`src/logic/soc_bus_defines.svh`:
```
`ifndef SOC_BUS_DEFINES_SVH
`define SOC_BUS_DEFINES_SVH

// RAM depth in 32-bit words.
`define RAM_WORDS 512

// The RAM occupies RAM_WORDS * 4 bytes starting here.
`define RAM_BASE 32'h0000_0000

// System register block, aligned to its own size.
`define SYS_BASE 32'h0001_0000
`define SYS_SIZE 32'h0000_0100

// Register offsets inside the system block.
`define SYS_LEDS       8'h00
`define SYS_COUNT_LO   8'h04
`define SYS_COUNT_HI   8'h08
`define SYS_COMPARE_LO 8'h0c
`define SYS_COMPARE_HI 8'h10

`endif

```
`src/logic/timer_counter.sv`:
```
module timer_counter (
    input  logic        clk,
    input  logic        reset,

    input  logic [63:0] compare,
    output logic [63:0] count,
    output logic        irq
);

    always_ff @(posedge clk) begin
        if (reset)
            count <= 64'd0;
        else
            count <= count + 64'd1;
    end

    // A level, not a pulse. It drops only once compare moves past the count.
    always_ff @(posedge clk) begin
        if (reset)
            irq <= 1'b0;
        else
            irq <= count >= compare;
    end

endmodule

```
`config.mk`:
```
export PLATFORM = sky130hd
export DESIGN_NAME = timer_counter
export DESIGN_NICKNAME = d
export VERILOG_FILES = /design/src/logic/soc_bus_defines.svh /design/src/logic/timer_counter.sv
export SDC_FILE = /design/constraint.sdc
export NUM_CORES = 1
export LEC_CHECK = 0
export ABC_CLOCK_PERIOD_IN_PS = 3500
export BUFFER_PORTS_ARGS = -buffer_cell sky130_fd_sc_hd__buf_4
export CAP_MARGIN = 15
export CORE_MARGIN = 2
export CORE_UTILIZATION = 35
export CTS_BUF_LIST = sky130_fd_sc_hd__clkbuf_4 sky130_fd_sc_hd__clkbuf_8
export CTS_CLUSTER_SIZE = 20
export DETAILED_ROUTE_END_ITERATION = 10
export PLACE_DENSITY = 0.66
export SYNTH_ARGS = -nofsm -noshare
export SYNTH_HDL_FRONTEND = slang
export SYNTH_SLANG_ARGS = --single-unit
```
`constraint.sdc`:
```
create_clock -name clk -period 3.5 [get_ports clk]
set_input_delay 0.35 -clock clk [delete_from_list [all_inputs] [get_ports clk]]
set_output_delay 0.35 -clock clk [all_outputs]
set_load 0.02 [all_outputs]
```
==> results.json <==
{
  "worstPathCellList": "ha_1 > nand4_1 > nor4_1 > nand3_1 > nor4_1 > o311ai_0 > nand2_1",
  "core-area_mm2": 0.0127,
  "die_y_um": 118,
  "power_mw": 1.45,
  "ys_ff_latch": 65,
  "cts_setup_buffers": 0,
  "crit_family": "simple AND/OR/NAND/NOR gates",
  "fin_worst_skew_ns": 0.0126,
  "start_util_pct": 36.0,
  "cp_num_buf_inv": 0,
  "max_freq_ghz": 0.409,
  "cpMostUsedCell": "nor4_1",
  "crit_path_start_kind": "register",
  "port-buffer-count": 130,
  "path_max_fanout": 4,
  "path_clk_slew_ns": 0.08,
  "required_ns": 3.78,
  "wl_per_cell_um": 13.4,
  "synth_most_common_cell": "inv_1",
  "min_period_ns": 2.45,
  "worst_pin_slew_ns": 0.700,
  "setup_viol": 0,
  "power_switching_uw": 363,
  "nNetsFinal": 807,
  "synth_area_mm2": 0.00456,
  "drc_errors": 0,
  "slowest_stage": "nor4_1",
  "wirelength_mm": 11.4,
  "clockBufferDepth": 2,
  "dp_hpwl_mm": 9.13,
  "run_status": "finished clean",
  "io_pins": 131,
  "rows": 41,
  "critPathMaxStageDelay_ns": 0.57,
  "p_per_area_mw_per_mm2": 249,
  "ys_seq_area_share_pct": 28.6,
  "synth.distinct_cells": 43,
  "rsz0062_at_grt": "false",
  "drive_gt1_share_pct": 24.4,
  "relSlewSlack_pct": 53.3,
  "critPathKind": "register to register",
  "power.internal_mw": 1.09,
  "swShare_pct": 25.0,
  "viasPerCell": 4.92,
  "htreeDepth": 3,
  "critical_path_arrival_ns": 2.73,
  "synth_edf_count": 0,
  "cts_resized": 0,
  "grt-ovfl-total": 0,
  "final_core_util_pct": 46.1,
  "fin_setup_tns_ns": 0,
  "yosysWarnings": 0,
  "place.gp.congestion": 0.785,
  "dp_cells": 837,
  "grt_pass1_wl_mm": 19.4,
  "area_delta_synth_final_pct": 28.3,
  "numCtsBuffers": 9,
  "synth_top_area_share_pct": 28.6,
  "ir_drop_v": 0.000163,
  "insertion_delay_ns": 0.34,
  "layoutNonFillerInstCount": 852,
  "dieArea_mm2": 0.0139,
  "whs_ns": 0.478,
  "num_vias": 4188,
  "drtPass1Iterations": 4,
  "grt_pass1_vias": 4120,
  "async_flop_share_pct": 0,
  "synthCells": 547,
  "syn_area_per_cell_um2": 8.33,
  "drt_iter0_markers": 82,
  "hold_buffers": 0,
  "antennaDiodeCount": 0,
  "drv_cap": 0,
  "hold_viol_final": 0,
  "synth_top_flop_cell": "dfxtp_1",
  "cp-end-kind": "register",
  "p_clk_share_pct": 38.8,
  "root_buffer": "clkbuf_8",
  "leakagePower_nw": 2.94,
  "antenna_found_initial": 0,
  "seq_power_share_pct": 51.3,
  "grt_util_all_layers_pct": 16.5,
  "period_share_pct": 69.9,
  "maxSlewViolCount": 0,
  "antenna_left": 0,
  "die-width_um": 118,
  "yosys.area.top_type": "dfxtp_1",
  "synth_nets": 678,
  "cts_sinks": 65,
  "synth_common_cells": "inv_1, nor2_1, dfxtp_1, ha_1, xor2_1",
  "combPwrFrac_pct": 9.8,
  "hp-class": "register to register",
  "grt_max_degree": 67,
  "synthTopCellsByArea": "dfxtp_1, ha_1, xor2_1",
  "cts_tree": "yes"
}
[cells by family after synthesis]
kind of cell    synth area share (%)
flops                           28.6
buf+inv                         7.83
xor+xnor                        11.2
simple gates                    27.1
compound gates                  7.50
fa+ha+maj                       17.9
[worst reg2reg max path: cells and delay by family (launching register included)]
family,cells,cell delay (ns)
simple gates,5,1.45
flops,1,0.36
fa+ha+maj,1,0.34
compound gates,1,0.25
[per-layer routing]
metal  part of all wire (%)  vias to the layer above  track usage, %
li1                       -                     2149               -
met1                     45                     1944            20.3
met4                   0.60                        0            2.71
met3                    4.5                        6            3.97
met5                      0                        -               0
met2                     50                       89            29.6
[power by group through the flow]
stage | Clock, mW | Combinational [mW] | Sequential [mW]
after floorplan | 0 | 0.0646 | 0.766
after global placement | 0 | 0.139 | 0.763
after detailed placement | 0 | 0.144 | 0.763
after CTS | 0.589 | 0.145 | 0.746
after global routing | 0.616 | 0.163 | 0.746
final | 0.564 | 0.143 | 0.746
[stage by stage]
stage                     worst slack, ns  area, um2
after floorplan                      1.39       4560
after global placement              0.888       5680
after detailed placement            0.865       5680
after CTS                           0.939       5850
after global routing                0.747       5850
final                                1.05       5850
[state kept, by name (all words and copies together) (netlist names)]
register	count
irq	1
count	64
[layout by cell type (no fill, tap or decap), types with 3 or more instances in the layout]
master and count:
buf_4 132, inv_1 72, nor2_1 66, ha_1 65, dfxtp_1 65, xor2_1 41, nand2_1 31, nand4_1 29
a21oi_1 27, nand3_1 23, xnor2_1 17, o21ai_0 11, and4_1 10, and3_1 10, clkbuf_8 10, nand3_2 9
and2_1 8, nor3_1 6, a21o_1 6, or3_1 5, nor4_1 4, a221oi_1 4, clkinv_2 3
[path summary, 6_finish.rpt]
| path | start | endpoint | slack (ns) | cells past startpoint |
|---|---|---|---|---|
| worst max register to register | count[62] | irq | 1.05 | 7 |
| worst min-delay path | count[0] | count[0] | 0.48 | 1 |
| worst max-delay path | count[62] | irq | 1.05 | 7 |
| worst min register to register | count[0] | count[0] | 0.48 | 1 |
[final cells by class]
class                           instances  area, um2
Timing Repair Buffer                  132        991
Clock inverter                          5       32.5
Inverter                               72        270
Fill cell                            1260       6830
Multi-Input combinational cell        396       2900
Clock buffer                           10        138
Sequential cell                        65       1300
Tap cell                              172        215
Note: power is estimated with default switching activity, not from simulation.
