`config.mk`:
```
export PLATFORM = sky130hd
export DESIGN_NAME = system_regs
export DESIGN_NICKNAME = d
export VERILOG_FILES = /design/src/logic/soc_bus_pkg.sv /design/src/logic/system_regs.sv
export VERILOG_INCLUDE_DIRS = /design/src /design/src/logic
export SDC_FILE = /design/constraint.sdc
export NUM_CORES = 1
export LEC_CHECK = 0
export ABC_AREA = 1
export BUFFER_PORTS_ARGS = -buffer_cell sky130_fd_sc_hd__buf_2
export CAP_MARGIN = 20
export CORE_MARGIN = 4
export CORE_UTILIZATION = 44
export CTS_BUF_LIST = sky130_fd_sc_hd__clkbuf_16
export CTS_CLUSTER_DIAMETER = 120
export CTS_CLUSTER_SIZE = 25
export DETAILED_ROUTE_END_ITERATION = 7
export GPL_TIMING_DRIVEN = 0
export PLACE_DENSITY = 0.88
export RECOVER_POWER = 50
export REMOVE_ABC_BUFFERS = 1
export SLEW_MARGIN = 10
export SYNTH_ARGS = -nofsm -noshare
export SYNTH_HDL_FRONTEND = slang
export SYNTH_SLANG_ARGS = --single-unit
```
`constraint.sdc`:
```
create_clock -name clk -period 1.6 [get_ports clk]
set_clock_uncertainty 0.05 [all_clocks]
set_input_delay 0.32 -clock clk [delete_from_list [all_inputs] [get_ports clk]]
set_output_delay 0.32 -clock clk [all_outputs]
set_load 0.1 [all_outputs]
```
`src/logic/soc_bus_defines.svh`:
```
`ifndef SOC_BUS_DEFINES_SVH
`define SOC_BUS_DEFINES_SVH

// RAM depth in 32-bit words.
`define RAM_WORDS 512

// The RAM occupies RAM_WORDS * 4 bytes starting here.
`define RAM_BASE 32'h0000_0000

// System register block, aligned to its own size.
`define SYS_BASE 32'h0001_0000
`define SYS_SIZE 32'h0000_0100

// Register offsets inside the system block.
`define SYS_LEDS       8'h00
`define SYS_COUNT_LO   8'h04
`define SYS_COUNT_HI   8'h08
`define SYS_COMPARE_LO 8'h0c
`define SYS_COMPARE_HI 8'h10

`endif

```
`src/logic/soc_bus_pkg.sv`:
```
package soc_bus_pkg;

    // Full request as seen on the data port and on the shared bus.
    typedef struct packed {
        logic [31:0] address;
        logic        read;
        logic        write;
        logic [3:0]  write_mask;
        logic [31:0] write_value;
    } bus_req_t;

    // Instruction fetches only ever read.
    typedef struct packed {
        logic [31:0] address;
        logic        read;
    } instr_req_t;

    typedef struct packed {
        logic [31:0] read_value;
        logic        ready;
        logic        fault;
    } bus_rsp_t;

    typedef enum logic [1:0] {
        grant_none,
        grant_instr,
        grant_data
    } grant_t;

    // Replaces the bytes of old_value selected by mask.
    function automatic logic [31:0] apply_mask(input logic [31:0] old_value,
                                               input logic [31:0] new_value,
                                               input logic [3:0]  mask);
        logic [31:0] merged;
        merged = old_value;
        for (int i = 0; i < 4; i++) begin
            if (mask[i])
                merged[i*8 +: 8] = new_value[i*8 +: 8];
        end
        return merged;
    endfunction

endpackage

```
`src/logic/system_regs.sv`:
```
`include "soc_bus_defines.svh"

module system_regs import soc_bus_pkg::*; (
    input  logic        clk,
    input  logic        reset,

    input  bus_req_t    mem_req,
    input  logic        sel,
    output bus_rsp_t    rsp,

    input  logic [63:0] count,
    output logic [63:0] compare,
    output logic [7:0]  leds
);

    logic [7:0]  offset;
    logic        write_en;
    logic [31:0] read_value;

    assign offset   = mem_req.address[7:0];
    assign write_en = sel && mem_req.write;

    always_ff @(posedge clk) begin
        if (reset) begin
            leds    <= 8'd0;
            compare <= '1;  // Far in the future, so no interrupt out of reset.
        end else if (write_en) begin
            case (offset)
                `SYS_LEDS: begin
                    if (mem_req.write_mask[0])
                        leds <= mem_req.write_value[7:0];
                end
                `SYS_COMPARE_LO:
                    compare[31:0] <= apply_mask(compare[31:0], mem_req.write_value,
                                                mem_req.write_mask);
                `SYS_COMPARE_HI:
                    compare[63:32] <= apply_mask(compare[63:32], mem_req.write_value,
                                                 mem_req.write_mask);
                default: ;  // The count is read only.
            endcase
        end
    end

    always_comb begin
        case (offset)
            `SYS_LEDS:       read_value = {24'd0, leds};
            `SYS_COUNT_LO:   read_value = count[31:0];
            `SYS_COUNT_HI:   read_value = count[63:32];
            `SYS_COMPARE_LO: read_value = compare[31:0];
            `SYS_COMPARE_HI: read_value = compare[63:32];
            default:         read_value = 32'd0;
        endcase
    end

    // Registers answer in the cycle they are selected.
    always_comb begin
        rsp.read_value = sel ? read_value : 32'd0;
        rsp.ready      = sel;
        rsp.fault      = 1'b0;
    end

endmodule

```
==> flow_summary.ini <==
[status]
outcome = finished with violations
violations = setup timing

[yosys]
synthCells = 650
yosysSeqAreaShare_pct = 35.58
synth_edf_count = 0
yosys-top-cells-count = 210 x nand2_1, 195 x nand3_1, 86 x nor2_1, 72 x dfxtp_1, 14 x buf_4
synth_area_sq_um = 4051
synthMuxAreaShare_pct = 0
synth-compound-area-share_pct = 1.174
synth_top_family_by_area = simple AND/OR/NAND/NOR gates
synthDistinctLibCells = 17
synth_top_area_cell = dfxtp_1
syn-mean-instance-area_sq_um = 6.233
ys_ff_latch = 72
post-synth-top-count-cell = nand2_1
netlist.area_leader.share_pct = 35.58
synth-simple-area-share_pct = 55.50
synth_xor_area_share_pct = 0
yosysWarnings = 0
async_reset_ff_share_pct = 0
synth.top_cells.by_area = dfxtp_1 36%, nand3_1 24%, nand2_1 19%
yosys.area_share.adder_pct = 0
synth_ff_type = dfxtp_1

[power]
p_int_mw = 3.347
p_leak_nw = 3.476
pwr-share-seq_pct = 40.7
p_comb_share_pct = 12.5
clkPwrFrac_pct = 46.7
power.switching_mw = 1.060
powerDensity_nw_per_um2 = 657.6
swShare_pct = 24.06
vdd_drop_max_v = 0.0006454

[timing]
rsz0062_at_grt = true
fin_crit_sh_pct = 131.6
setup_viol = 45
fin_tns_setup_ns = -14.32
drv_slew = 0
finalHoldViolCount = 0
fin_ws_ns = -0.5055
tightest_slew_ns = 0.6133
final.min_clock_period_ns = 2.106
max_slew_margin_pct = 59.06
fmax_mhz = 474.9

[critical_path]
crit_slowest_cell = buf_6
path_max_fanout = 5
cp_data_required_time_ns = 1.23
setup.worst_path.class = input pin to output port
slowest_delay_ns = 0.27
crit_chain = buf_8, nor2_4, nand2_4, buf_4, nor2_4, buf_6, nand2_1, nand3_1, nor2_1, nor2_1, buf_6
critPathArrivalTime_ns = 1.74
critPathLaunchType = input pin
end_kind = output port

[global_route]
grtUsageMet2_pct = 53.67
gr-usage-met3_pct = 6.828
antenna_found_initial = 0
gr-total-overflow = 0
grt_pass1_vias = 5105
use_met1_pct = 36.85
grt_max_degree = 41
grt_pass1_wl_um = 27040
top_usage_layer = met2
track_usage_pct = 30.81

[die]
num_rows = 34
dieWidth_um = 104.0
die_area_sq_um = 10810
die_y_um = 104.0
initial_utilization_pct = 45.79
coreArea_sq_um = 8848
boundaryPins = 243

[detailed_routing]
drc = 0
drt-wirelength-per-cell_um = 18.47
antenna_left = 0
avgViaCountPerCell = 5.676
drt_first_pass_iters = 7
vias = 5767
totalWireLength_um = 18770
drtIter0Drc = 465

[layout]
syn2layout_area_growth_pct = 65.41
final_util_pct = 75.74
fillCellCount = 662
layout.nets = 1042
final_area_sq_um = 6701
diodes = 0
drive_above_1_share_pct = 40.86

[placement]
dp_hpwl_um = 9603
place_congestion = 0.7972
dpl_cell_area_sq_um = 5092
io_buffers = 216

[clock_network]
numCtsBuffers = 9
clk_latency_ns = 0.32
clkSinkCount = 72
clk_path_buf_depth = 2
tritoncts = done
clk_pin_slew_ns = 0.06
htree_levels = 3
cts-root-buf = clkbuf_16

[flow_run]
max_cap_viol_count = 0

[min_path]
worstHoldPathType = input pin to flip-flop
## cell type report
type | instances | area (sq um) | share of cell area [%]
Sequential cell | 72 | 1441 | 21.51
Timing Repair inverter | 3 | 22.52 | 0.3361
Clock buffer | 9 | 225.2 | 3.361
Inverter | 18 | 91.34 | 1.363
Timing Repair Buffer | 276 | 2105 | 31.40
Clock inverter | 5 | 73.82 | 1.102
Multi-Input combinational cell | 525 | 2608 | 38.91
Tap cell | 108 | 135.1 | 2.016
## what timing repair did
action	CTS	global route
setup buffers	27	23
hold buffers	0	0
pin swaps	24	26
setup endpoints to repair	88	86
gates cloned	10	4
gates resized for setup	139	48
## metrics by stage
step                cells  hold WS (ns)  setup slack (ns)  power (mW)
floorplan             611        0.3832            -1.804       1.992
global placement      935        0.4086            -2.254       2.196
detailed placement    938        0.4121            -1.114       2.210
CTS                   989        0.1677           -0.4084       4.344
global route         1016        0.1829           -0.5678       4.540
finish               1016        0.1784           -0.5055       4.407
## power by group through the flow
stage / sequential (mW) / clock (mW) / combinational [mW]
finish: 1.80 / 2.06 / 0.552
global route: 1.79 / 2.17 / 0.577
CTS: 1.80 / 2.06 / 0.488
detailed placement: 1.83 / 0 / 0.376
global placement: 1.83 / 0 / 0.361
floorplan: 1.84 / 0 / 0.148
## state kept, by name, indices dropped and copies added (netlist names)
signal and count:
compare 64, leds 8
## worst max-delay path: cells and delay by family
kind          cells  cell delay (ns)
buf+inv           4             0.68
simple gates      7             0.72
## layer usage
| metal | up-vias | share of wire, % |
|---|---|---|
| li1 | 2637 | - |
| met1 | 2658 | 35 |
| met2 | 400 | 49 |
| met3 | 72 | 11 |
| met4 | 0 | 4.4 |
| met5 | - | 0 |
## placed cells by master (no fill, tap or decap)
cell / count
clkinvlp_4: 2
clkbuf_16: 12
inv_8: 1
clkinv_4: 1
nand3_2: 1
nor2_4: 22
inv_4: 4
buf_12: 14
nand2_1: 173
buf_8: 4
nand3b_1: 1
inv_1: 10
inv_6: 1
clkinv_1: 1
buf_16: 4
buf_2: 151
clkinv_2: 2
nand2_2: 33
inv_2: 2
conb_1: 1
clkbuf_2: 28
buf_4: 33
o21ai_0: 5
buf_6: 38
o211ai_1: 1
clkbuf_4: 1
nand2_4: 13
bufinv_16: 2
nor2_1: 78
nand3_4: 2
nand3_1: 192
dfxtp_1: 72
o21ai_1: 3
## path summary, 6_finish.rpt
path | start | endpoint | slack (ns) | depth (start not counted)
hold / removal | mem_req[4] | compare[36] | 0.18 | 3
hold reg to reg | compare[24] | compare[24] | 0.43 | 2
setup / recovery | mem_req[44] | rsp[7] | -0.51 | 11
setup reg to reg | compare[58] | compare[58] | 0.92 | 2
## cell families after synthesis
group | after synthesis
flip-flops | 72
AO/OA/AOI/OAI | 9
buffers and inverters | 57
other | 1
AND/OR/NAND/NOR | 511
No activity file was read; power rests on OpenSTA's default activity.
