File: config.mk
export PLATFORM = sky130hd
export DESIGN_NAME = bus_arbiter
export DESIGN_NICKNAME = d
export VERILOG_FILES = /design/src/logic/soc_bus_defines.svh /design/src/logic/soc_bus_pkg.sv /design/src/logic/bus_arbiter.sv
export SDC_FILE = /design/constraint.sdc
export NUM_CORES = 1
export LEC_CHECK = 0
export BUFFER_PORTS_ARGS = -buffer_cell sky130_fd_sc_hd__buf_2
export CAP_MARGIN = 5
export CELL_PAD_IN_SITES_DETAIL_PLACEMENT = 2
export CELL_PAD_IN_SITES_GLOBAL_PLACEMENT = 2
export CORE_ASPECT_RATIO = 1.4
export CORE_UTILIZATION = 10
export CTS_CLUSTER_DIAMETER = 100
export DETAILED_ROUTE_END_ITERATION = 12
export GPL_TIMING_DRIVEN = 0
export PLACE_DENSITY = 0.95
export SETUP_SLACK_MARGIN = 0.5
export SKIP_CTS_REPAIR_TIMING = 1
export SLEW_MARGIN = 20
export SYNTH_ARGS = -nofsm -noshare
export SYNTH_HDL_FRONTEND = slang
export SYNTH_SLANG_ARGS = --single-unit
File: constraint.sdc
create_clock -name clk -period 1.6 [get_ports clk]
set_input_delay 0.16 -clock clk [delete_from_list [all_inputs] [get_ports clk]]
set_output_delay 0.16 -clock clk [all_outputs]
set_load 0.03 [all_outputs]
File: src/logic/soc_bus_defines.svh
`ifndef SOC_BUS_DEFINES_SVH
`define SOC_BUS_DEFINES_SVH

// RAM depth in 32-bit words.
`define RAM_WORDS 512

// The RAM occupies RAM_WORDS * 4 bytes starting here.
`define RAM_BASE 32'h0000_0000

// System register block, aligned to its own size.
`define SYS_BASE 32'h0001_0000
`define SYS_SIZE 32'h0000_0100

// Register offsets inside the system block.
`define SYS_LEDS       8'h00
`define SYS_COUNT_LO   8'h04
`define SYS_COUNT_HI   8'h08
`define SYS_COMPARE_LO 8'h0c
`define SYS_COMPARE_HI 8'h10

`endif

File: src/logic/soc_bus_pkg.sv
package soc_bus_pkg;

    // Full request as seen on the data port and on the shared bus.
    typedef struct packed {
        logic [31:0] address;
        logic        read;
        logic        write;
        logic [3:0]  write_mask;
        logic [31:0] write_value;
    } bus_req_t;

    // Instruction fetches only ever read.
    typedef struct packed {
        logic [31:0] address;
        logic        read;
    } instr_req_t;

    typedef struct packed {
        logic [31:0] read_value;
        logic        ready;
        logic        fault;
    } bus_rsp_t;

    typedef enum logic [1:0] {
        grant_none,
        grant_instr,
        grant_data
    } grant_t;

    // Replaces the bytes of old_value selected by mask.
    function automatic logic [31:0] apply_mask(input logic [31:0] old_value,
                                               input logic [31:0] new_value,
                                               input logic [3:0]  mask);
        logic [31:0] merged;
        merged = old_value;
        for (int i = 0; i < 4; i++) begin
            if (mask[i])
                merged[i*8 +: 8] = new_value[i*8 +: 8];
        end
        return merged;
    endfunction

endpackage

File: src/logic/bus_arbiter.sv
module bus_arbiter import soc_bus_pkg::*; (
    input  logic       clk,
    input  logic       reset,

    input  instr_req_t instr_req,
    output bus_rsp_t   instr_rsp,

    input  bus_req_t   data_req,
    output bus_rsp_t   data_rsp,

    output bus_req_t   mem_req,
    input  bus_rsp_t   mem_rsp
);

    grant_t   grant_q;  // Owner of an access that is still in flight.
    grant_t   grant;    // Owner for this cycle.
    logic     instr_active;
    logic     data_active;
    bus_req_t instr_as_bus;

    assign instr_active = instr_req.read;
    assign data_active  = data_req.read | data_req.write;

    // The fetch port is widened to the full request with no write.
    always_comb begin
        instr_as_bus             = '0;
        instr_as_bus.address     = instr_req.address;
        instr_as_bus.read        = instr_req.read;
    end

    // A held grant is never taken away. From idle, data wins a tie.
    always_comb begin
        grant = grant_q;
        if (grant_q == grant_none) begin
            if (data_active)
                grant = grant_data;
            else if (instr_active)
                grant = grant_instr;
        end
    end

    always_ff @(posedge clk) begin
        if (reset)
            grant_q <= grant_none;
        else if (mem_rsp.ready)
            grant_q <= grant_none;  // Access done, free the bus on the next edge.
        else
            grant_q <= grant;
    end

    always_comb begin
        case (grant)
            grant_instr: mem_req = instr_as_bus;
            grant_data:  mem_req = data_req;
            default:     mem_req = '0;
        endcase
    end

    // The requester that is not granted sees an all-zero response and waits.
    assign instr_rsp = (grant == grant_instr) ? mem_rsp : '0;
    assign data_rsp  = (grant == grant_data)  ? mem_rsp : '0;

endmodule

==> results.py <==
metrics = {
    "outcome": {
        "outcome": "finished with violations",
        "failed_checks": "negative setup slack",
    },
    "placed_design": {
        "dp_hpwl_mm": 8.807,
        "gp_routability_congestion": 0.7872,
        "port-buffer-count": 276,
    },
    "floorplan": {
        "initial_core_utilization": 0.1026,
        "top_level_ports": 277,
        "design.die.area_sq_um": 13620,
        "design.core.area_sq_um": 12810,
        "die_width_um": 98.92,
        "num_rows": 49,
        "die_h_um": 137.7,
    },
    "logic_synthesis": {
        "netlist_instances": 207,
        "netlist_area_sq_um": 1315,
        "syn_avg_cell_area_sq_um": 6.353,
        "synth.distinct_cells": 18,
        "main_combinational_cell_family_by_area_after_synthesis": "simple AND/OR/NAND/NOR gates",
        "synthesis.nets": 348,
        "ys_seq_area_frac": 0.03045,
        "synth_fa_ha_area_frac": 0.01903,
        "yosys_synthesis_warning_count": 0,
        "yosys.area_share.simple": 0.6232,
        "ys_ff_latch": 2,
        "synth_mux_area_frac": 0,
        "synth-xor-area-share": 0,
        "synth-compound-area-share": 0.2055,
    },
    "timing": {
        "final_setup_violating_endpoints": 138,
        "final_min_period_over_clock_period": 1.281,
        "timing.slew.headroom": 0.7781,
        "rsz0062_at_grt": "true",
        "post-route-min-period_ns": 2.050,
        "fin_hold_ws_ns": 0.2116,
        "maximum_frequency_from_static_timing_analysis_mhz": 487.9,
        "transition_time_at_the_pin_with_the_least_slew_margin_ns": 0.3328,
        "fin_worst_skew_ns": 0.004903,
        "timing_max_transition_violations_final": 0,
        "final.setup.worst_slack_ns": -0.4497,
        "timing_hold_violations_final": 0,
    },
    "global_route": {
        "globalRoute.totalOverflow": 0,
        "grt_pass1_vias": 2852,
        "grt_usage": 0.1361,
        "pin_count_of_the_biggest_net_entering_global_routing": 11,
        "grt_antenna_before_repair": 2,
        "global_route_wire_length_before_repair_mm": 14.32,
    },
    "layout": {
        "utilization": 0.3434,
        "regMostFlops": "grant_q",
        "finish.net_count": 640,
        "synthToLayoutAreaGrowth_pct": 234.6,
        "reg_top3": "grant_q: 2 flops",
        "number_of_flip_flops_under_the_largest_register_name": 2,
        "final_cell_mix": "sky130_fd_sc_hd__buf_2 (164), sky130_fd_sc_hd__and2_4 (89), sky130_fd_sc_hd__buf_4 (53)",
        "mostFrequentLayoutCell": "sky130_fd_sc_hd__buf_2",
        "layout-drive-gt1-share": 0.9779,
    },
    "power": {
        "post-layout-total-power_mw": 2.531,
        "clkPwrFrac": 0.157,
        "netSwitchingPower_mw": 1.194,
        "ir_drop_v": 0.0004711,
        "combinationalPowerShare": 0.821,
        "internal-power_mw": 1.336,
        "power_density_nw_per_um2": 575.1,
        "share_seq_of_total_power": 0.022,
        "switching_share": 0.4719,
        "p_leak_nw": 2.236,
    },
    "cts": {
        "numCtsBuffers": 3,
        "clock_sinks": 2,
        "clock_latency_late_sink_ns": 0.23,
        "clockBufferDepth": 2,
        "cts-root-buf": "sky130_fd_sc_hd__clkbuf_16",
        "cts_h_tree_depth": 1,
        "tritoncts": "done",
        "clk_pin_slew_ns": 0.03,
    },
    "drt": {
        "totalWireLength_mm": 11.27,
        "routed-via-count": 2696,
        "drtPass1Iterations": 4,
        "final_antenna_net_count": 0,
        "drt_iter0_markers": 32,
        "route.detailed.wl_per_inst_um": 17.29,
        "drc_violations": 0,
        "via_per_inst": 4.135,
    },
    "critical_path": {
        "worstPathMaxFanout": 11,
        "crit_path_start": "grant_q[1]",
        "end_kind": "output port",
        "regToRegStartpoint": "grant_q[1]",
        "critical_path_required_ns": 1.44,
        "timing.critical_path.from_type": "register",
        "worst_ep_arrival_time_ns": 1.89,
        "kind_of_critical_path": "reg2out",
    },
    "worst_hold_path": {
        "holdCritStartpoint": "reset",
        "holdCritPathClass": "in2reg",
    },
    "flow_run": {
        "maxCapViolations": 0,
    },
}
through the flow:
step	area (sq um)	TNS (ns)	setup slack, ns	std cells
floorplan	2061	0	0.04309	207
CTS	3709	-59.64	-0.5520	639
global placement	3633	-23.07	-0.2991	636
global route	4395	-56.03	-0.5140	650
finish	4400	-47.32	-0.4497	652
detailed placement	3633	-27.92	-0.3430	636
cell usage after synthesis:
cell type                    n  area (sq um)
sky130_fd_sc_hd__clkbuf_1    4         15.01
sky130_fd_sc_hd__dfxtp_1     2         40.04
sky130_fd_sc_hd__clkbuf_2    4         20.02
sky130_fd_sc_hd__or2_2       1         6.260
sky130_fd_sc_hd__buf_4       1         7.510
sky130_fd_sc_hd__buf_6       3         33.78
sky130_fd_sc_hd__inv_1       1         3.750
sky130_fd_sc_hd__a22oi_1    33         247.7
sky130_fd_sc_hd__o21bai_1    1         7.510
sky130_fd_sc_hd__ha_1        2         25.02
sky130_fd_sc_hd__nor2_1     35         131.4
sky130_fd_sc_hd__nand2_1     1         3.750
sky130_fd_sc_hd__o21a_1      1         7.510
sky130_fd_sc_hd__a21boi_0    1         7.510
sky130_fd_sc_hd__buf_2       7         35.03
sky130_fd_sc_hd__nor4b_2     1         15.01
sky130_fd_sc_hd__buf_8       3         45.04
sky130_fd_sc_hd__and2_1    106         663.1
critical path: stages, from the launching register on:
cell	delay (ns)
sky130_fd_sc_hd__dfxtp_2	0.32
sky130_fd_sc_hd__nor4b_4	0.32
sky130_fd_sc_hd__nor2_2	0.08
sky130_fd_sc_hd__ha_4	0.18
sky130_fd_sc_hd__buf_12	0.15
sky130_fd_sc_hd__buf_8	0.15
sky130_fd_sc_hd__a22oi_2	0.25
sky130_fd_sc_hd__nor2_4	0.07
sky130_fd_sc_hd__buf_6	0.14
layout make-up:
class	instances	area (sq um)
timing repair buffer	287	1963
inverter	1	3.754
multi-input combinational	182	1784
tap	153	191.4
clock buffer	3	75.07
antenna	2	5.005
sequential	2	42.54
fill	1449	8413
buffer	22	335.3
cells by family (layout without fill, tap and decap cells):
| kind of cell | count (synthesis) | after routing |
|---|---|---|
| compound gates | 36 | 36 |
| other cells | 0 | 2 |
| buf+inv | 23 | 313 |
| simple gates | 144 | 144 |
| fa+ha+maj | 2 | 2 |
| flops | 2 | 2 |
metal layers:
metal,global-route usage,share of wire,up-vias,routed length (um)
li1,-,-,1263,-
met3,0.04313,0.10,9,1129
met5,0,0,-,0
met4,0.02322,0.011,0,120
met1,0.1171,0.30,1239,3372
met2,0.2980,0.59,185,6648
final timing paths:
check / to / cells past startpoint / slack [ns]
min reg2reg: grant_q[0] / 1 / 0.50
max: mem_req[60] / 8 / -0.45
max reg2reg: grant_q[0] / 3 / 0.64
min: grant_q[0] / 3 / 0.21
power by group through the flow:
stage / sequential (mW) / combinational (mW) / clock (mW)
6_report: 0.0548 / 2.08 / 0.398
5_1_grt: 0.0552 / 2.18 / 0.410
4_1_cts: 0.0546 / 1.82 / 0.402
3_5_place_dp: 0.0553 / 1.81 / 0
3_3_place_gp: 0.0551 / 1.76 / 0
2_1_floorplan: 0.0549 / 1.28 / 0
No activity file was read; power rests on OpenSTA's default activity.
