==> src/logic/soc_bus_defines.svh <==
`ifndef SOC_BUS_DEFINES_SVH
`define SOC_BUS_DEFINES_SVH

// RAM depth in 32-bit words.
`define RAM_WORDS 512

// The RAM occupies RAM_WORDS * 4 bytes starting here.
`define RAM_BASE 32'h0000_0000

// System register block, aligned to its own size.
`define SYS_BASE 32'h0001_0000
`define SYS_SIZE 32'h0000_0100

// Register offsets inside the system block.
`define SYS_LEDS       8'h00
`define SYS_COUNT_LO   8'h04
`define SYS_COUNT_HI   8'h08
`define SYS_COMPARE_LO 8'h0c
`define SYS_COMPARE_HI 8'h10

`endif

==> src/logic/soc_bus_pkg.sv <==
package soc_bus_pkg;

    // Full request as seen on the data port and on the shared bus.
    typedef struct packed {
        logic [31:0] address;
        logic        read;
        logic        write;
        logic [3:0]  write_mask;
        logic [31:0] write_value;
    } bus_req_t;

    // Instruction fetches only ever read.
    typedef struct packed {
        logic [31:0] address;
        logic        read;
    } instr_req_t;

    typedef struct packed {
        logic [31:0] read_value;
        logic        ready;
        logic        fault;
    } bus_rsp_t;

    typedef enum logic [1:0] {
        grant_none,
        grant_instr,
        grant_data
    } grant_t;

    // Replaces the bytes of old_value selected by mask.
    function automatic logic [31:0] apply_mask(input logic [31:0] old_value,
                                               input logic [31:0] new_value,
                                               input logic [3:0]  mask);
        logic [31:0] merged;
        merged = old_value;
        for (int i = 0; i < 4; i++) begin
            if (mask[i])
                merged[i*8 +: 8] = new_value[i*8 +: 8];
        end
        return merged;
    endfunction

endpackage

==> src/logic/bus_decoder.sv <==
`include "soc_bus_defines.svh"

module bus_decoder import soc_bus_pkg::*; (
    input  bus_req_t mem_req,

    input  bus_rsp_t ram_rsp,
    input  bus_rsp_t sys_rsp,

    output logic     ram_sel,
    output logic     sys_sel,
    output bus_rsp_t mem_rsp
);

    localparam logic [31:0] RAM_BYTES = `RAM_WORDS * 4;

    logic active;
    logic ram_hit;
    logic sys_hit;
    logic fault;

    assign active = mem_req.read | mem_req.write;

    assign ram_hit = (mem_req.address - `RAM_BASE) < RAM_BYTES;
    assign sys_hit = (mem_req.address & ~(`SYS_SIZE - 32'd1)) == `SYS_BASE;

    always_comb begin
        ram_sel = 1'b0;
        sys_sel = 1'b0;
        fault   = 1'b0;

        if (active) begin
            unique case (1'b1)
                ram_hit: ram_sel = 1'b1;
                sys_hit: sys_sel = 1'b1;
                default: fault   = 1'b1;  // Nothing mapped here.
            endcase
        end
    end

    // Unselected targets drive zero, so their responses can simply be ORed.
    always_comb begin
        mem_rsp.read_value = ram_rsp.read_value | sys_rsp.read_value;
        mem_rsp.ready      = ram_rsp.ready | sys_rsp.ready | fault;
        mem_rsp.fault      = fault;
    end

endmodule

==> config.mk <==
export PLATFORM = sky130hd
export DESIGN_NAME = bus_decoder
export DESIGN_NICKNAME = d
export VERILOG_FILES = /design/src/logic/soc_bus_pkg.sv /design/src/logic/bus_decoder.sv
export VERILOG_INCLUDE_DIRS = /design/src /design/src/logic
export SDC_FILE = /design/constraint.sdc
export NUM_CORES = 1
export LEC_CHECK = 0
export CAP_MARGIN = 20
export CORE_AREA = 5 5 64 66
export DETAILED_ROUTE_END_ITERATION = 8
export DIE_AREA = 0 0 69 71
export DONT_BUFFER_PORTS = 1
export SYNTH_ARGS = -nofsm -noshare
export SYNTH_HDL_FRONTEND = slang
export SYNTH_SLANG_ARGS = --single-unit
==> constraint.sdc <==
create_clock -name vclk -period 1.3
set_clock_uncertainty 0.1 [all_clocks]
set_input_delay 0.065 -clock vclk [all_inputs]
set_output_delay 0.065 -clock vclk [all_outputs]
set_load 0.01 [all_outputs]
==> qor.csv, run 1 <==
stage;metric;value;unit
grt;grt_antenna_before_repair;2;
sta;post-route-period-util;92.7;%
final_layout;layout.nets;194;
setup_path;timing.critical_path.mode_cell;sky130_fd_sc_hd__nor4_2;
power_and_ir_drop;proportion_of_power_drawn_by_flip_flops_and_latches;0;%
synth;yosys.area.top_type;sky130_fd_sc_hd__or2_2;
synth;synth_cell_types;12;
min_path;timing.hold.worst_endpoint;mem_rsp[23];
floorplan;die_width;69;um
floorplan;overall_die_area;4900;sq um
grt;grt_pass1_vias;394;
sta;finalWorstPathRequiredPeriod;1.20;ns
drt;detailedRoute.firstIterationViolations;2;
setup_path;critical_path.endpoint_type;primary output;
power_and_ir_drop;clockPowerShare;0;%
final_layout;drive_above_1_share;75.9;%
synth;syn_avg_cell_area;6.59;sq um
job;cap_viol_max_count;0;
final_layout;layoutNonFillerInstCount;104;
setup_path;start_point_of_the_critical_path;mem_req[69];
final_layout;area_delta_synth_final;28.7;%
drt;dr_total_vias;463;
drt;detail_route.wirelength;1.79;mm
synth;synth-seq-area-share;0;%
final_layout;n_clock_buffer;0;
synth;synth.top_cells.by_area;sky130_fd_sc_hd__or2_2 (57%), sky130_fd_sc_hd__nor4_2 (11%), sky130_fd_sc_hd__nor4_1 (9.0%), sky130_fd_sc_hd__nand4_1 (3.6%), sky130_fd_sc_hd__nand2_1 (3.2%);
grt;grt_overflow_total;0;
power_and_ir_drop;p_int;45.8;uW
power_and_ir_drop;cellLeakagePower;0.000109;uW
power_and_ir_drop;combinationalPowerShare;100.0;%
drt;routed_wire_length_per_instance;17.2;um
sta;timing.slew.headroom;79.6;%
power_and_ir_drop;power.switching_fraction;54.4;%
grt;grt_first_pass_wirelength;2.04;mm
sta;final-hold-violation-count;0;
min_path;worst_hold_startpoint;ram_rsp[23];
sta;slew_violations;0;
sta;hold-worst-slack;0.137;ns
synth;postSynthCellCount;53;
status;status;finished, final reports clean;
final_layout;top_library_cells_by_usage_in_the_layout_fill_and_taps_aside;sky130_fd_sc_hd__or2_2 (32), sky130_fd_sc_hd__nor4_2 (5), sky130_fd_sc_hd__nand2_1 (3);
setup_path;crit_arrival;1.04;ns
setup_path;number_of_buffer_and_inverter_instances_along_the_worst_setup_path;1;
cts;cts_setup_buffers;0;
final_layout;fill_cells;422;
grt;overall_fraction_of_global_route_tracks_in_use;5.02;%
setup_path;timing.critical_path.fanout_max;3;
place;dpl.cell_count;102;
floorplan;placeableCoreArea;3520;sq um
power_and_ir_drop;post-layout-total-power;100;uW
power_and_ir_drop;cellPowerDensity;223;nW/um^2
min_path;worstHoldPathType;in -> out;
synth;post_synth_instance_area;349;sq um
power_and_ir_drop;max-vdd-ir-drop;0.0521;mV
sta;worst-slew-pin-transition;0.305;ns
setup_path;timing.setup.critical_path_class;in -> out;
final_layout;multi_input_area;369;sq um
synth;synth_largest_type_area_fraction;57.3;%
sta;achievable-frequency;830;MHz
min_path;whs_path_depth;1;
setup_path;crit_chain;nor4_2, nand4_1, nor4_2, buf_4;
setup_path;worstPathRequired;1.13;ns
grt;pin_count_of_the_biggest_net_entering_global_routing;4;
synth;synth.net_count;191;
final_layout;nFlopsAndLatches;0;
floorplan;floorplan.io_pins;174;
drt;vias_per_cell;4.45;
floorplan;fp.dieH;71;um
power_and_ir_drop;power_switching;54.6;uW
setup_path;timing.critical_path.from_type;primary input;
setup_path;crit_slowest_cell;sky130_fd_sc_hd__nor4_2;
sta;setup_viol;0;
floorplan;placement_rows;22;
drt;drcViolationCount;0;
final_layout;most_frequent_standard_cell_in_the_layout_excluding_fill_and_tap_cells;sky130_fd_sc_hd__or2_2;
setup_path;critical_path.max_stage_delay;0.29;ns
final_layout;final_core_utilization;12.7;%
floorplan;initial_utilization;9.91;%
drt;first_pass_iters;2;
synth;warnings_from_yosys;0;
place;gp_congestion;0.676;
setup_path;worst_path_dominant_cell_family;simple AND/OR/NAND/NOR gates;
place;port-buffer-count;0;
drt;drt.antenna.violating_nets;0;
final_layout;register_area;0;sq um
power by group through the flow:
| stage | logic, uW | registers, uW | clock network, uW |
|---|---|---|---|
| after floorplan | 92.9 | 0 | 0 |
| after global placement | 101 | 0 | 0 |
| after detailed placement | 100 | 0 | 0 |
| after CTS | 100 | 0 | 0 |
| after global routing | 109 | 0 | 0.000206 |
| final | 100 | 0 | 0.000206 |
layout make-up:
type	instances	area share (%)
Timing Repair Buffer	2	3.34
Tap cell	48	13.4
Multi-Input combinational cell	52	82.2
Antenna cell	2	1.11
per-stage QoR:
step | setup WS, ns | area, sq um | TNS [ns]
finish | 0.0953 | 449 | 0
global route | -0.0124 | 449 | -0.0124
CTS | 0.0108 | 417 | 0
detailed placement | 0.0196 | 417 | 0
global placement | 0.0406 | 417 | 0
floorplan | 0.120 | 349 | 0
cell families (layout without fill, tap and decap cells):
| kind of cell | count (synthesis) | count (layout) | share of synthesized area (%) |
|---|---|---|---|
| AND/OR/NAND/NOR | 50 | 50 | 92.5 |
| AO/OA/AOI/OAI | 2 | 2 | 5.38 |
| other | 0 | 2 | 0 |
| buffers and inverters | 1 | 2 | 2.15 |
how the worst max path moves through the flow:
stage,to,cells past startpoint
after floorplan,sys_sel,2
after global placement,sys_sel,4
after detailed placement,sys_sel,4
after CTS,sys_sel,4
after global routing,ram_sel,4
final,ram_sel,4
Yosys cell counts:
master,count
sky130_fd_sc_hd__buf_4,1
sky130_fd_sc_hd__nor3_1,1
sky130_fd_sc_hd__nor2b_1,1
sky130_fd_sc_hd__o31a_1,1
sky130_fd_sc_hd__nand4_1,2
sky130_fd_sc_hd__o32a_1,1
sky130_fd_sc_hd__or4_4,1
sky130_fd_sc_hd__nor4_1,5
sky130_fd_sc_hd__or2_2,32
sky130_fd_sc_hd__nand2_1,3
sky130_fd_sc_hd__nor2_1,2
sky130_fd_sc_hd__nor4_2,3
repair_timing:
action,in CTS,in global routing
endpoints found under the setup margin,0,3
resized for setup,0,4
hold buffers,0,0
routing by layer:
layer / share of wire (%) / global-route usage (%) / vias up
li1: - / - / 191
met1: 29 / 6.10 / 196
met2: 49 / 8.37 / 76
met3: 22 / 2.70 / 0
met4: 0 / 0 / 0
met5: 0 / 0 / -
Note: power is estimated with default switching activity, not from simulation.
==> inputs of run 2 (changes only) <==
--- a/config.mk
+++ b/config.mk
@@ -6,6 +6,7 @@
 export SDC_FILE = /design/constraint.sdc
 export NUM_CORES = 1
 export LEC_CHECK = 0
+export ABC_CLOCK_PERIOD_IN_PS = 1100
 export CAP_MARGIN = 20
 export CORE_AREA = 5 5 64 66
 export DETAILED_ROUTE_END_ITERATION = 8
==> constraint.sdc (replaced) <==
create_clock -name vclk -period 1.1
set_clock_uncertainty 0.1 [all_clocks]
set_input_delay 0.055 -clock vclk [all_inputs]
set_output_delay 0.055 -clock vclk [all_outputs]
set_load 0.01 [all_outputs]
==> run 2 against run 1 <==
The run now ends with negative setup slack left. Design area is 12% higher. Core utilization up 1.6 points. Via count rose by 2.2%. Non-clock buffer count grew 3. Combinational power is 26% higher. Setup slack lost 0.19 ns. Global-route usage rose by 0.088 points. Largest cell class unchanged. Largest power group unchanged.
==> qor.csv, run 2 (same netlist as run 1, synthesis figures left out) <==
stage;metric;value;unit
status;status;finished, violations left;
status;violations;negative setup slack;
power_and_ir_drop;cellLeakagePower;0.000133;uW
setup_path;crit_chain;or4_4, o32a_1;
sta;setup_viol;3;
power_and_ir_drop;proportion_of_power_drawn_by_flip_flops_and_latches;0;%
sta;slew_violations;0;
floorplan;initial_utilization;9.91;%
sta;timing.slew.headroom;75.2;%
final_layout;nFlopsAndLatches;0;
grt;grt_first_pass_wirelength;2.09;mm
grt;pin_count_of_the_biggest_net_entering_global_routing;4;
power_and_ir_drop;power.switching_fraction;53.2;%
setup_path;critical_path.endpoint_type;primary output;
sta;post-route-period-util;108;%
floorplan;fp.dieH;71;um
sta;layout_setup_ws;-0.0901;ns
drt;dr_total_vias;473;
drt;first_pass_iters;2;
drt;drt.antenna.violating_nets;0;
floorplan;placeableCoreArea;3520;sq um
sta;hold-worst-slack;0.117;ns
drt;detail_route.wirelength;1.75;mm
floorplan;placement_rows;22;
final_layout;final_core_utilization;14.3;%
final_layout;register_area;0;sq um
floorplan;die_width;69;um
sta;achievable-frequency;840;MHz
grt;grt_antenna_before_repair;1;
sta;worst-slew-pin-transition;0.371;ns
final_layout;top_library_cells_by_usage_in_the_layout_fill_and_taps_aside;sky130_fd_sc_hd__or2_2 (32), sky130_fd_sc_hd__nor4_4 (5), sky130_fd_sc_hd__buf_4 (5);
drt;detailedRoute.firstIterationViolations;2;
setup_path;number_of_buffer_and_inverter_instances_along_the_worst_setup_path;0;
setup_path;timing.critical_path.from_type;primary input;
place;dpl-instance-area;417;sq um
final_layout;area_delta_synth_final;44.4;%
final_layout;most_frequent_standard_cell_in_the_layout_excluding_fill_and_tap_cells;sky130_fd_sc_hd__or2_2;
floorplan;overall_die_area;4900;sq um
setup_path;critical_path.max_stage_delay;0.56;ns
power_and_ir_drop;power_switching;67.1;uW
grt;grt_overflow_total;0;
job;cap_viol_max_count;0;
power_and_ir_drop;max-vdd-ir-drop;0.0644;mV
drt;routed_wire_length_per_instance;16.5;um
final_layout;fin_area;504;sq um
final_layout;n_clock_buffer;0;
drt;drcViolationCount;0;
setup_path;worstPathRequired;0.94;ns
final_layout;layout.nets;197;
grt;overall_fraction_of_global_route_tracks_in_use;5.11;%
power_and_ir_drop;combinationalPowerShare;100.0;%
sta;finalWorstPathRequiredPeriod;1.19;ns
sta;final-hold-violation-count;0;
final_layout;fill_cells;413;
power_and_ir_drop;p_int;59.2;uW
setup_path;crit_slowest_cell;sky130_fd_sc_hd__or4_4;
setup_path;timing.setup.critical_path_class;in -> out;
floorplan;floorplan.io_pins;174;
power_and_ir_drop;clockPowerShare;0;%
drt;vias_per_cell;4.46;
setup_path;timing.critical_path.fanout_max;3;
setup_path;worst_path_dominant_cell_family;simple AND/OR/NAND/NOR gates;
min_path;worstHoldPathType;in -> out;
power_and_ir_drop;cellPowerDensity;250;nW/um^2
setup_path;crit_arrival;1.04;ns
final_layout;drive_above_1_share;77.2;%
place;port-buffer-count;0;
grt;grt_pass1_vias;438;
sta;grt_setup_unrepaired;yes;
place;gp_congestion;0.644;
run 2: cell type report:
class	instances	area [sq um]	share of cell area [%]
well taps	48	60.1	11.9
repair buffers	5	37.5	7.44
diodes	1	2.50	0.496
multi-input cells	52	404	80.1
run 2: final timing paths:
kind / from / end / slack, ns / depth (start not counted)
hold / removal: ram_rsp[23] / mem_rsp[23] / 0.12 / 1
setup / recovery: mem_req[53] / mem_rsp[0] / -0.09 / 2
run 2: repair_timing:
item / CTS / global route
pin swaps: 7 / 4
resized for setup: 5 / 3
hold buffers: 0 / 0
endpoints found under the setup margin: 3 / 3
setup buffers: 2 / 1
run 2: per-stage QoR:
stage / instances / worst slack (ns) / TNS (ns) / total power [uW]
6_report: 106 / -0.0901 / -0.170 / 126
5_1_grt: 105 / -0.104 / -0.280 / 135
3_5_place_dp: 102 / -0.161 / -0.454 / 120
3_3_place_gp: 102 / -0.146 / -0.369 / 120
2_1_floorplan: 53 / -0.0603 / -0.121 / 110
4_1_cts: 104 / -0.114 / -0.238 / 126
run 2: power by group through the flow:
stage	logic (uW)	clock network [uW]	registers, uW
2_1_floorplan	110	0	0
3_3_place_gp	120	0	0
3_5_place_dp	120	0	0
4_1_cts	126	0	0
5_1_grt	135	0	0
6_report	126	0.000121	0
run 2: routing by layer:
metal / vias to the layer above / GRT usage, % / routed length (um)
met1: 199 / 5.51 / 473
met5: - / 0 / 0
met2: 78 / 9.22 / 885
met3: 0 / 2.98 / 387
met4: 0 / 0 / 0
li1: 196 / - / -
==> inputs of run 3 (changes only) <==
--- a/config.mk
+++ b/config.mk
@@ -8,10 +8,13 @@
 export LEC_CHECK = 0
 export ABC_CLOCK_PERIOD_IN_PS = 1100
 export CAP_MARGIN = 20
-export CORE_AREA = 5 5 64 66
+export CELL_PAD_IN_SITES_DETAIL_PLACEMENT = 1
+export CELL_PAD_IN_SITES_GLOBAL_PLACEMENT = 2
+export CORE_AREA = 2 2 67 69
 export DETAILED_ROUTE_END_ITERATION = 8
 export DIE_AREA = 0 0 69 71
 export DONT_BUFFER_PORTS = 1
+export PLACE_DENSITY_LB_ADDON = 0.1
 export SYNTH_ARGS = -nofsm -noshare
 export SYNTH_HDL_FRONTEND = slang
 export SYNTH_SLANG_ARGS = --single-unit
==> run 3 against run 2 <==
Largest cell class unchanged. Via count is 4.7% lower. Global-route usage is 0.62 points lower. Critical path depth stayed put. The flow still finishes with violations (negative setup slack). Combinational power hardly changed.
==> qor.csv, run 3 (same netlist as run 1, synthesis figures left out) <==
stage;metric;value;unit
status;status;finished, violations left;
status;violations;negative setup slack;
drt;routed_wire_length_per_instance;14.0;um
drt;detail_route.wirelength;1.49;mm
setup_path;timing.critical_path.from_type;primary input;
floorplan;placement_rows;24;
place;port-buffer-count;0;
setup_path;crit_chain;or4_4, o32a_1;
power_and_ir_drop;cellPowerDensity;257;nW/um^2
final_layout;n_clock_buffer;0;
sta;finalWorstPathRequiredPeriod;1.19;ns
setup_path;worst_path_dominant_cell_family;simple AND/OR/NAND/NOR gates;
final_layout;nFlopsAndLatches;0;
drt;detailedRoute.firstIterationViolations;5;
final_layout;drive_above_1_share;76.4;%
final_layout;layout.nets;195;
grt;pin_count_of_the_biggest_net_entering_global_routing;4;
drt;drt.antenna.violating_nets;0;
setup_path;worstPathRequired;0.94;ns
job;cap_viol_max_count;0;
sta;hold-worst-slack;0.116;ns
final_layout;most_frequent_standard_cell_in_the_layout_excluding_fill_and_tap_cells;sky130_fd_sc_hd__or2_2;
floorplan;floorplan.io_pins;174;
sta;post-route-period-util;108;%
grt;grt_overflow_total;0;
sta;grt_setup_unrepaired;yes;
setup_path;number_of_buffer_and_inverter_instances_along_the_worst_setup_path;0;
setup_path;critical_path.max_stage_delay;0.56;ns
floorplan;die_width;69;um
power_and_ir_drop;max-vdd-ir-drop;0.0324;mV
final_layout;top_library_cells_by_usage_in_the_layout_fill_and_taps_aside;sky130_fd_sc_hd__or2_2 (32), sky130_fd_sc_hd__nor4_4 (4), sky130_fd_sc_hd__nand2_1 (3), sky130_fd_sc_hd__buf_4 (3);
sta;achievable-frequency;842;MHz
setup_path;crit_slowest_cell;sky130_fd_sc_hd__or4_4;
setup_path;critical_path.endpoint_type;primary output;
grt;grt_first_pass_wirelength;1.87;mm
sta;final-hold-violation-count;0;
drt;vias_per_cell;4.21;
place;detailedPlace.worstSlack;-0.181;ns
sta;layout_setup_ws;-0.0879;ns
final_layout;register_area;0;sq um
grt;grt_pass1_vias;426;
setup_path;timing.setup.critical_path_class;in -> out;
power_and_ir_drop;cellLeakagePower;0.000119;uW
min_path;worstHoldPathType;in -> out;
setup_path;timing.critical_path.fanout_max;3;
sta;worst-slew-pin-transition;0.329;ns
grt;overall_fraction_of_global_route_tracks_in_use;4.49;%
final_layout;final_core_utilization;11.5;%
floorplan;initial_utilization;8.30;%
place;detailedPlacementHpwl;1.44;mm
grt;grt_antenna_before_repair;0;
sta;timing.slew.headroom;77.9;%
cts;postCtsHoldBufs;0;
floorplan;overall_die_area;4900;sq um
cts;cts_setup_buffers;0;
final_layout;area_delta_synth_final;38.4;%
sta;setup_viol;3;
drt;drcViolationCount;0;
floorplan;placeableCoreArea;4200;sq um
floorplan;fp.dieH;71;um
setup_path;crit_arrival;1.03;ns
drt;first_pass_iters;2;
final_layout;n_antenna_cell;0;
sta;slew_violations;0;
place;gp_congestion;0.567;
drt;dr_total_vias;451;
run 3: stage by stage:
step | cell area, sq um | instances | total power (uW) | setup TNS (ns)
after floorplan | 349 | 53 | 110 | -0.121
after global routing | 483 | 107 | 134 | -0.465
after detailed placement | 429 | 107 | 122 | -0.492
final | 483 | 107 | 124 | -0.212
after CTS | 470 | 107 | 125 | -0.316
after global placement | 429 | 107 | 123 | -0.534
run 3: path summary, 6_finish.rpt:
| check | start | to | slack (ns) | cells past startpoint |
|---|---|---|---|---|
| setup / recovery | mem_req[53] | mem_rsp[0] | -0.09 | 2 |
| hold / removal | ram_rsp[11] | mem_rsp[11] | 0.12 | 1 |
run 3: metal layers:
metal	GRT usage (%)	routed length, um	share of wire [%]
met1	4.87	421	28
met2	8.65	758	51
met3	1.85	313	21
met4	0	0	0
met5	0	0	0
run 3: area by class of cell:
| cell class | instances | area, sq um |
|---|---|---|
| fillers | 515 | 3720 |
| repair buffers | 3 | 22.5 |
| well taps | 52 | 65.1 |
| multi-input cells | 52 | 395 |
run 3: timing repair:
item	4_1_cts	5_1_grt
endpoints found under the setup margin	3	3
resized for setup	5	2
pin swaps	3	3
run 3: power breakdown:
part / switching [uW] / leakage, uW / total [uW] / internal, uW
Clock: 0 / 0 / 0 / 0
Sequential: 0 / 0 / 0 / 0
Combinational: 66.2 / 0.000119 / 124 / 57.9
